File: src/gfx_defines.svh
`ifndef GFX_DEFINES_SVH
`define GFX_DEFINES_SVH

// frame buffer striping
`define GFX_NUM_S       2
`define GFX_PIXEL_BITS  12

// horizontal timing, in pixels
`define GFX_H_VISIBLE   16
`define GFX_H_FRONT     2
`define GFX_H_SYNC      3
`define GFX_H_BACK      3
`define GFX_H_WHOLE     24

// vertical timing, in lines
`define GFX_V_VISIBLE   8
`define GFX_V_FRONT     1
`define GFX_V_SYNC      2
`define GFX_V_BACK      1
`define GFX_V_WHOLE     12

// coordinate and bank word widths
`define GFX_X_BITS      4
`define GFX_Y_BITS      3
`define GFX_WORD_BITS   6

// output fifo, room for two in-flight beats above the threshold
`define GFX_FIFO_DEPTH  8
`define GFX_FIFO_AFULL  5

`define GFX_PIXEL_DIV   2

`endif

File: src/fb_pkg.sv
`include "gfx_defines.svh"

package fb_pkg;

  // 4 bits per colour channel
  typedef struct packed {
    logic [`GFX_PIXEL_BITS/3-1:0] red;
    logic [`GFX_PIXEL_BITS/3-1:0] grn;
    logic [`GFX_PIXEL_BITS/3-1:0] blu;
  } pixel_t;

  // one drawing client write, by coordinate
  typedef struct packed {
    logic [`GFX_X_BITS-1:0] x;
    logic [`GFX_Y_BITS-1:0] y;
    pixel_t                 color;
  } gfx_write_t;

  typedef enum logic [1:0] {
    op_idle,
    op_read,
    op_write
  } bank_op_e;

  // access to a single bank, at most one per cycle
  typedef struct packed {
    bank_op_e                  op;
    logic [`GFX_WORD_BITS-1:0] word;
    pixel_t                    wdata;
  } bank_req_t;

endpackage

File: src/vga_pkg.sv
`include "gfx_defines.svh"

package vga_pkg;

  // one raster position of the scan, syncs active low
  typedef struct packed {
    logic                          hsync;
    logic                          vsync;
    logic                          de;
    logic [$clog2(`GFX_NUM_S)-1:0] bank;
    logic [`GFX_WORD_BITS-1:0]     word;
  } scan_item_t;

  // fifo entry and display output
  typedef struct packed {
    logic           hsync;
    logic           vsync;
    logic           de;
    fb_pkg::pixel_t pixel;
  } vga_beat_t;

  // phase of a line or of a frame
  typedef enum logic [1:0] {
    st_active,
    st_front,
    st_sync,
    st_back
  } scan_state_e;

endpackage

File: src/fb_bank.sv
`timescale 1ns/1ns
`include "gfx_defines.svh"

module fb_bank (
  input  logic              clk,
  input  fb_pkg::bank_req_t req,
  output fb_pkg::pixel_t    rdata
);
  localparam int WORDS = `GFX_H_VISIBLE * `GFX_V_VISIBLE / `GFX_NUM_S;

  fb_pkg::pixel_t mem [WORDS];

  // single port, one op per cycle
  always_ff @(posedge clk) begin
    case (req.op)
      fb_pkg::op_write: begin
        mem[req.word] <= req.wdata;
      end
      fb_pkg::op_read: begin
        rdata <= mem[req.word];
      end
      default: begin
      end
    endcase
  end

endmodule

File: src/gfx_vga_stripe.sv
`timescale 1ns/1ns
`include "gfx_defines.svh"

module gfx_vga_stripe (
  input  logic               clk,
  input  logic               rst_n,
  input  logic               vga_enable,
  input  fb_pkg::gfx_write_t gfx_wr,
  input  logic               gfx_valid,
  output logic               gfx_ready,
  output vga_pkg::vga_beat_t vga_out
);
  // scan generator to controller
  vga_pkg::scan_item_t scan_item;
  logic                scan_step;

  // controller to banks
  fb_pkg::bank_req_t [`GFX_NUM_S-1:0] bank_req;
  fb_pkg::pixel_t    [`GFX_NUM_S-1:0] bank_rdata;

  // controller to output fifo
  logic                fifo_afull;
  logic                fifo_push;
  vga_pkg::vga_beat_t  fifo_beat;

  stripe_ctrl u_ctrl (
    .clk        (clk),
    .rst_n      (rst_n),
    .vga_enable (vga_enable),
    .gfx_wr     (gfx_wr),
    .gfx_valid  (gfx_valid),
    .gfx_ready  (gfx_ready),
    .scan_item  (scan_item),
    .scan_step  (scan_step),
    .bank_req   (bank_req),
    .bank_rdata (bank_rdata),
    .fifo_afull (fifo_afull),
    .fifo_push  (fifo_push),
    .fifo_beat  (fifo_beat)
  );

  for (genvar i = 0; i < `GFX_NUM_S; i++) begin : gen_bank
    fb_bank u_bank (
      .clk   (clk),
      .req   (bank_req[i]),
      .rdata (bank_rdata[i])
    );
  end

  scan_timing u_scan (
    .clk   (clk),
    .rst_n (rst_n),
    .step  (scan_step),
    .item  (scan_item)
  );

  pixel_fifo u_fifo (
    .clk     (clk),
    .rst_n   (rst_n),
    .push    (fifo_push),
    .beat_in (fifo_beat),
    .afull   (fifo_afull),
    .vga_out (vga_out)
  );

endmodule

File: src/pixel_fifo.sv
`timescale 1ns/1ns
`include "gfx_defines.svh"

module pixel_fifo (
  input  logic               clk,
  input  logic               rst_n,
  input  logic               push,
  input  vga_pkg::vga_beat_t beat_in,
  output logic               afull,
  output vga_pkg::vga_beat_t vga_out
);
  localparam int PTR_BITS = $clog2(`GFX_FIFO_DEPTH);
  localparam int DIV_BITS = $clog2(`GFX_PIXEL_DIV + 1);

  vga_pkg::vga_beat_t  mem [`GFX_FIFO_DEPTH];
  logic [PTR_BITS-1:0] wr_ptr;
  logic [PTR_BITS-1:0] rd_ptr;
  logic [PTR_BITS:0]   count;
  logic [DIV_BITS-1:0] div_cnt;
  logic                tick;
  logic                wr_en;
  logic                pop;

  assign afull = (count >= (PTR_BITS + 1)'(`GFX_FIFO_AFULL));
  assign wr_en = push && (count != (PTR_BITS + 1)'(`GFX_FIFO_DEPTH));
  // pixel rate strobe
  assign tick  = (div_cnt == DIV_BITS'(`GFX_PIXEL_DIV - 1));
  // empty at a tick keeps the last beat on the output
  assign pop   = tick && (count != '0);

  always_ff @(posedge clk) begin
    if (wr_en) begin
      mem[wr_ptr] <= beat_in;
    end
  end

  always_ff @(posedge clk) begin
    if (!rst_n) begin
      wr_ptr  <= '0;
      rd_ptr  <= '0;
      count   <= '0;
      div_cnt <= '0;
      vga_out <= '{hsync: 1'b1, vsync: 1'b1, de: 1'b0, pixel: '0};
    end else begin
      div_cnt <= tick ? '0 : div_cnt + 1'b1;
      if (wr_en) begin
        wr_ptr <= wr_ptr + 1'b1;
      end
      if (pop) begin
        rd_ptr  <= rd_ptr + 1'b1;
        vga_out <= mem[rd_ptr];
      end
      case ({wr_en, pop})
        2'b10:   count <= count + 1'b1;
        2'b01:   count <= count - 1'b1;
        default: count <= count;
      endcase
    end
  end

endmodule

File: src/scan_timing.sv
`timescale 1ns/1ns
`include "gfx_defines.svh"

module scan_timing (
  input  logic                clk,
  input  logic                rst_n,
  input  logic                step,
  output vga_pkg::scan_item_t item
);
  localparam int BANK_BITS = $clog2(`GFX_NUM_S);

  vga_pkg::scan_state_e      h_state;
  vga_pkg::scan_state_e      v_state;
  logic [`GFX_X_BITS-1:0]    h_cnt;
  logic [`GFX_Y_BITS-1:0]    v_cnt;
  logic [BANK_BITS-1:0]      pix_bank;
  logic [`GFX_WORD_BITS-1:0] pix_word;
  logic                      h_end;
  logic                      v_end;

  function automatic vga_pkg::scan_state_e next_phase(input vga_pkg::scan_state_e s);
    case (s)
      vga_pkg::st_active: return vga_pkg::st_front;
      vga_pkg::st_front:  return vga_pkg::st_sync;
      vga_pkg::st_sync:   return vga_pkg::st_back;
      default:            return vga_pkg::st_active;
    endcase
  endfunction

  // last count of each phase
  function automatic logic [`GFX_X_BITS-1:0] h_last(input vga_pkg::scan_state_e s);
    case (s)
      vga_pkg::st_active: return `GFX_X_BITS'(`GFX_H_VISIBLE - 1);
      vga_pkg::st_front:  return `GFX_X_BITS'(`GFX_H_FRONT - 1);
      vga_pkg::st_sync:   return `GFX_X_BITS'(`GFX_H_SYNC - 1);
      default:            return `GFX_X_BITS'(`GFX_H_BACK - 1);
    endcase
  endfunction

  function automatic logic [`GFX_Y_BITS-1:0] v_last(input vga_pkg::scan_state_e s);
    case (s)
      vga_pkg::st_active: return `GFX_Y_BITS'(`GFX_V_VISIBLE - 1);
      vga_pkg::st_front:  return `GFX_Y_BITS'(`GFX_V_FRONT - 1);
      vga_pkg::st_sync:   return `GFX_Y_BITS'(`GFX_V_SYNC - 1);
      default:            return `GFX_Y_BITS'(`GFX_V_BACK - 1);
    endcase
  endfunction

  assign h_end = (h_cnt == h_last(h_state));
  assign v_end = (v_cnt == v_last(v_state));

  assign item.hsync = (h_state != vga_pkg::st_sync);
  assign item.vsync = (v_state != vga_pkg::st_sync);
  assign item.de    = (h_state == vga_pkg::st_active) && (v_state == vga_pkg::st_active);
  assign item.bank  = pix_bank;
  assign item.word  = pix_word;

  always_ff @(posedge clk) begin
    if (!rst_n) begin
      h_state  <= vga_pkg::st_active;
      v_state  <= vga_pkg::st_active;
      h_cnt    <= '0;
      v_cnt    <= '0;
      pix_bank <= '0;
      pix_word <= '0;
    end else if (step) begin
      if (h_end) begin
        h_cnt   <= '0;
        h_state <= next_phase(h_state);
        // line done, move the vertical phase
        if (h_state == vga_pkg::st_back) begin
          if (v_end) begin
            v_cnt   <= '0;
            v_state <= next_phase(v_state);
          end else begin
            v_cnt <= v_cnt + 1'b1;
          end
        end
      end else begin
        h_cnt <= h_cnt + 1'b1;
      end
      // running stripe address instead of y*width+x
      if (item.de) begin
        if (pix_bank == BANK_BITS'(`GFX_NUM_S - 1)) begin
          pix_bank <= '0;
          pix_word <= pix_word + 1'b1;
        end else begin
          pix_bank <= pix_bank + 1'b1;
        end
      end else if (h_end && h_state == vga_pkg::st_back && v_end
                   && v_state == vga_pkg::st_back) begin
        pix_bank <= '0;
        pix_word <= '0;
      end
    end
  end

endmodule

File: src/stripe_ctrl.sv
`timescale 1ns/1ns
`include "gfx_defines.svh"

module stripe_ctrl (
  input  logic                                  clk,
  input  logic                                  rst_n,
  input  logic                                  vga_enable,
  input  fb_pkg::gfx_write_t                    gfx_wr,
  input  logic                                  gfx_valid,
  output logic                                  gfx_ready,
  input  vga_pkg::scan_item_t                   scan_item,
  output logic                                  scan_step,
  output fb_pkg::bank_req_t [`GFX_NUM_S-1:0]    bank_req,
  input  fb_pkg::pixel_t    [`GFX_NUM_S-1:0]    bank_rdata,
  input  logic                                  fifo_afull,
  output logic                                  fifo_push,
  output vga_pkg::vga_beat_t                    fifo_beat
);
  localparam int BANK_BITS = $clog2(`GFX_NUM_S);
  localparam int ADDR_BITS = `GFX_X_BITS + `GFX_Y_BITS;

  logic [ADDR_BITS-1:0]      wr_lin;
  logic [BANK_BITS-1:0]      wr_bank;
  logic [`GFX_WORD_BITS-1:0] wr_word;

  logic                      pend_valid;
  logic [BANK_BITS-1:0]      pend_bank;
  logic [`GFX_WORD_BITS-1:0] pend_word;
  fb_pkg::pixel_t            pend_color;
  logic                      pend_issue;
  logic                      init_done;

  logic                      rd_en;
  logic                      s1_valid;
  vga_pkg::scan_item_t       s1_item;

  // linear pixel address, then stripe over the banks
  assign wr_lin  = ADDR_BITS'(gfx_wr.y) * ADDR_BITS'(`GFX_H_VISIBLE) + ADDR_BITS'(gfx_wr.x);
  assign wr_bank = BANK_BITS'(wr_lin % ADDR_BITS'(`GFX_NUM_S));
  assign wr_word = `GFX_WORD_BITS'(wr_lin / ADDR_BITS'(`GFX_NUM_S));

  // fifo level is the only stall on the scan
  assign scan_step = vga_enable && !fifo_afull;
  assign rd_en     = scan_step && scan_item.de;

  // held write goes out unless the scan reads the same bank
  assign pend_issue = pend_valid && !(rd_en && (scan_item.bank == pend_bank));
  assign gfx_ready  = init_done && (!pend_valid || pend_issue);

  always_comb begin
    for (int b = 0; b < `GFX_NUM_S; b++) begin
      bank_req[b].op    = fb_pkg::op_idle;
      bank_req[b].word  = scan_item.word;
      bank_req[b].wdata = pend_color;
      if (rd_en && (scan_item.bank == BANK_BITS'(b))) begin
        bank_req[b].op = fb_pkg::op_read;
      end else if (pend_valid && (pend_bank == BANK_BITS'(b))) begin
        bank_req[b].op   = fb_pkg::op_write;
        bank_req[b].word = pend_word;
      end
    end
  end

  always_ff @(posedge clk) begin
    if (!rst_n) begin
      init_done  <= 1'b0;
      pend_valid <= 1'b0;
      s1_valid   <= 1'b0;
      fifo_push  <= 1'b0;
    end else begin
      init_done <= 1'b1;
      if (gfx_valid && gfx_ready) begin
        pend_valid <= 1'b1;
      end else if (pend_issue) begin
        pend_valid <= 1'b0;
      end
      s1_valid  <= scan_step;
      fifo_push <= s1_valid;
    end
  end

  // payload of the held write and of the read pipeline
  always_ff @(posedge clk) begin
    if (gfx_valid && gfx_ready) begin
      pend_bank  <= wr_bank;
      pend_word  <= wr_word;
      pend_color <= gfx_wr.color;
    end
    s1_item         <= scan_item;
    fifo_beat.hsync <= s1_item.hsync;
    fifo_beat.vsync <= s1_item.vsync;
    fifo_beat.de    <= s1_item.de;
    // blanking carries black
    fifo_beat.pixel <= s1_item.de ? bank_rdata[s1_item.bank] : '0;
  end

endmodule

File: config.mk
export PLATFORM = sky130hd
export DESIGN_NAME = gfx_vga_stripe
export DESIGN_NICKNAME = d
export VERILOG_FILES = /design/src/fb_pkg.sv /design/src/vga_pkg.sv /design/src/fb_bank.sv /design/src/gfx_vga_stripe.sv /design/src/pixel_fifo.sv /design/src/scan_timing.sv /design/src/stripe_ctrl.sv
export VERILOG_INCLUDE_DIRS = /design/src /design/src/src
export SDC_FILE = /design/constraint.sdc
export NUM_CORES = 2
export LEC_CHECK = 0
export ABC_CLOCK_PERIOD_IN_PS = 4700
export BUFFER_PORTS_ARGS = -buffer_cell sky130_fd_sc_hd__buf_2
export CORE_ASPECT_RATIO = 0.6
export CORE_MARGIN = 3
export CORE_UTILIZATION = 34
export DETAILED_ROUTE_END_ITERATION = 7
export GPL_ROUTABILITY_DRIVEN = 0
export HOLD_SLACK_MARGIN = 0.08
export PLACE_DENSITY_LB_ADDON = 0.25
export SYNTH_ARGS = -nofsm -noshare
export SYNTH_HDL_FRONTEND = slang
export SYNTH_HIERARCHICAL = 1
export SYNTH_SLANG_ARGS = --single-unit
export TNS_END_PERCENT = 1
File: constraint.sdc
create_clock -name clk -period 4.7 [get_ports clk]
set_input_delay 0 -clock clk [delete_from_list [all_inputs] [get_ports clk]]
set_output_delay 0 -clock clk [all_outputs]
set_load 0.01 [all_outputs]
==> results.ini <==
[drt]
drc = 0
vias = 40000
viasPerCell = 5.63
routedWlPerCell_um = 28.8
totalWireLength_mm = 205
postRouteAntennaNets = 0
dr.pass1.iters = 6
first_iter_violations = 5959

[floorplan]
core_region_area_sq_um = 200000
io_pins = 39
dieArea_sq_um = 207000
fp.dieH_um = 354
fp.dieW_um = 586
num_rows = 127
initial_core_util = 0.343

[worst_hold_path]
hold_class = in2reg
holdPathEnd = u_ctrl/init_done
worstHoldPathCells = 3
holdCritStartpoint = rst_n

[sta]
setup_viol = 0
clock.fmax_ghz = 0.218
slew_viol_final = 0
fin_crit_ns = 4.59
rsz0062_at_grt = yes
finalHoldViolCount = 0
whs_ns = 0.271
tightest_slew_ns = 1.12
min_period_over_period = 0.976
slew_headroom = 0.252
fin_setup_tns_ns = 0
fin_worst_skew_ns = 0.0549

[critical_path]
cp.required_ns = 5.22
cp.arrival_ns = 5.11
criticalPathCategory = reg2reg
r2r_cells = 14
r2r-end = gen_bank[1].u_bank/rdata[8]
endpoint_kind = flip-flop
cp_max_fo = 64
reg2reg_slack_ns = 0.11
startpoint = u_fifo/count[2]
cp-start-kind = flip-flop
reg2reg_from = u_fifo/count[2]

[layout]
finalNonFillerCells = 7097
design_area_sq_um = 79700
n_fill_cell = 18100
finalNetCount = 4377
areaGrowthSynthToFinish_pct = 16.1
drive_gt1_frac = 0.195

[synth]
synth_top_cell_by_area = edfxtp_1
synth.cell_area_sq_um = 68600
ys_seq_area_frac = 0.763
synth_most_common_cell = edfxtp_1
synth.area.top_cells = edfxtp_1 74%, a22oi_1 3.2%, mux4_2 2.8%, mux2i_1 2.3%, dfxtp_1 2.0%
ys_warn_count = 6
syn_inst = 4009
synthArstFlopShare = 0
synthTopCellsByCount = 1699 x edfxtp_1, 290 x a22oi_1, 238 x nor2_1
postSynthNetCount = 4049
ys_ff_latch = 1767
ys_types = 76
avgSynthCellArea_sq_um = 17.1
synth_edf_count = 1699
synth_top_area_share = 0.743
synthFlopType = edfxtp_1

[clock_network]
insertion_delay_ns = 0.81
path_clk_slew_ns = 0.06
root_buffer = clkbuf_16
cts_buffers = 167
cts_sinks = 1767
cts_tree = built
clk_path_buf_depth = 4
cts.htree.levels = 4
cts_setup_buffers = 0

[placement]
dp.cells = 6770
port_buffers = 38
dpl_cell_area_sq_um = 74100
hpwl_mm = 131

[global_routing]
grt_max_degree = 129
grt.total_usage = 0.194
grt_overflow = 0
grt_pass1_vias = 37000
grt_pass1_wl_mm = 289
antenna_found_initial = 8

[job]
max-cap-violations = 0

[power_and_ir_drop]
vdd_drop_max_v = 0.000248
p_leak_nw = 24.7
powerDensity_nw_per_um2 = 411

[status]
outcome = finished clean

-- critical path, stage by stage (launching register included) --
cell and delay (ns):
dfxtp_1 0.45, o21ai_0 0.13, nand2_1 0.29, nor2b_1 0.12, a31oi_2 0.26, buf_12 0.18
mux2_8 0.23, buf_12 0.33, inv_1 0.38, buf_4 0.33, a221oi_1 0.28, nor2_1 0.09
o21ai_0 0.27, nand4_1 0.34, or3_1 0.51
-- cell type report --
cell class	count	area, sq um	share of cell area
Multi-Input combinational cell	1938	15100	0.189
Clock inverter	82	729	0.00916
Timing Repair Buffer	448	3740	0.0469
Inverter	15	56.3	0.000707
Antenna cell	2	5.00	0.0000628
Sequential cell	1767	52400	0.657
Clock buffer	201	4390	0.0551
Tap cell	2644	3310	0.0415
-- metrics by stage --
step                      power [mW]  utilization  setup slack, ns
after floorplan                 18.9            -            0.463
after global placement          19.9        0.370            0.134
after detailed placement        19.9        0.370            0.105
after CTS                       33.0        0.398           0.0861
after global routing            33.8        0.398          -0.0729
final                           32.8        0.398            0.114
-- flip-flops by register name, indices dropped and copies added (netlist names), 6 cells and up --
| name | count |
|---|---|
| gen_bank.u_bank/mem | 1536 |
| u_fifo/mem | 120 |
| gen_bank.u_bank/rdata | 24 |
| u_ctrl/fifo_beat | 15 |
| u_fifo/vga_out | 15 |
| u_ctrl/bank_req | 12 |
| u_ctrl/pend_word | 6 |
| u_scan/pix_word | 6 |
-- layer usage --
layer / wire, um / vias up / share of wire / track usage
met5: 30 / - / 0.00015 / 0
met3: 26400 / 185 / 0.13 / 0.0703
met1: 103000 / 20800 / 0.50 / 0.332
li1: - / 16900 / - / -
met2: 73200 / 2039 / 0.36 / 0.223
met4: 2500 / 4 / 0.012 / 0.0287
-- cells by family (layout without fill, tap and decap cells) --
logic type	after synthesis	after routing	synth area share
xor gates and xnor gates	11	11	0.00140
buffers and inverters	304	746	0.0206
and+or+nand+nor	596	596	0.0415
DFF	1767	1767	0.763
AOI/OAI and AO/OA	965	965	0.101
other	0	2	0
adders and majority gates	17	17	0.00310
muxes	349	349	0.0691
-- power breakdown --
part           switching [mW]  internal (mW)
Sequential             0.0972           17.3
Clock                    5.78           7.34
Combinational            1.49          0.764
Total                    7.36           25.4
-- how the worst max path moves through the flow --
stage | slack [ns] | endpoint | depth (start not counted)
2_1_floorplan | 0.46 | gen_bank[0].u_bank/mem[10][0] | 14
3_3_place_gp | 0.13 | gen_bank[0].u_bank/rdata[7] | 13
3_5_place_dp | 0.11 | gen_bank[0].u_bank/rdata[7] | 13
4_1_cts | 0.09 | gen_bank[0].u_bank/rdata[3] | 13
5_1_grt | -0.07 | gen_bank[0].u_bank/rdata[8] | 13
6_report | 0.11 | gen_bank[1].u_bank/rdata[8] | 14
-- placed cells by master, fill, tap and decap left out, drive strengths merged, types with 13 or more instances in the layout --
cell / synthesis / routed
a221oi: 114 / 114
a22oi: 290 / 290
nand2: 139 / 139
nor3: 58 / 58
clkinv: 0 / 63
a2bb2oi: 14 / 14
ha: 17 / 17
dlygate4sd3: 0 / 42
bufinv: 0 / 13
o211ai: 36 / 36
o21ai: 132 / 132
clkbuf: 130 / 201
a221o: 20 / 20
o22a: 32 / 32
mux2i: 155 / 155
nor2b: 39 / 39
buf: 159 / 406
a211oi: 30 / 30
inv: 15 / 16
mux4: 88 / 88
edfxtp: 1699 / 1699
mux2: 106 / 106
and2: 16 / 16
or4: 14 / 14
a21oi: 117 / 117
o22ai: 74 / 74
dfxtp: 68 / 68
nor2: 238 / 238
a22o: 56 / 56
-- repair_timing --
action,4_1_cts,5_1_grt
hold buffers,42,0
endpoints found under the hold margin,93,0
endpoints found under the setup margin,0,8
resized for setup,0,8
Power figures use the tool's default switching activity.
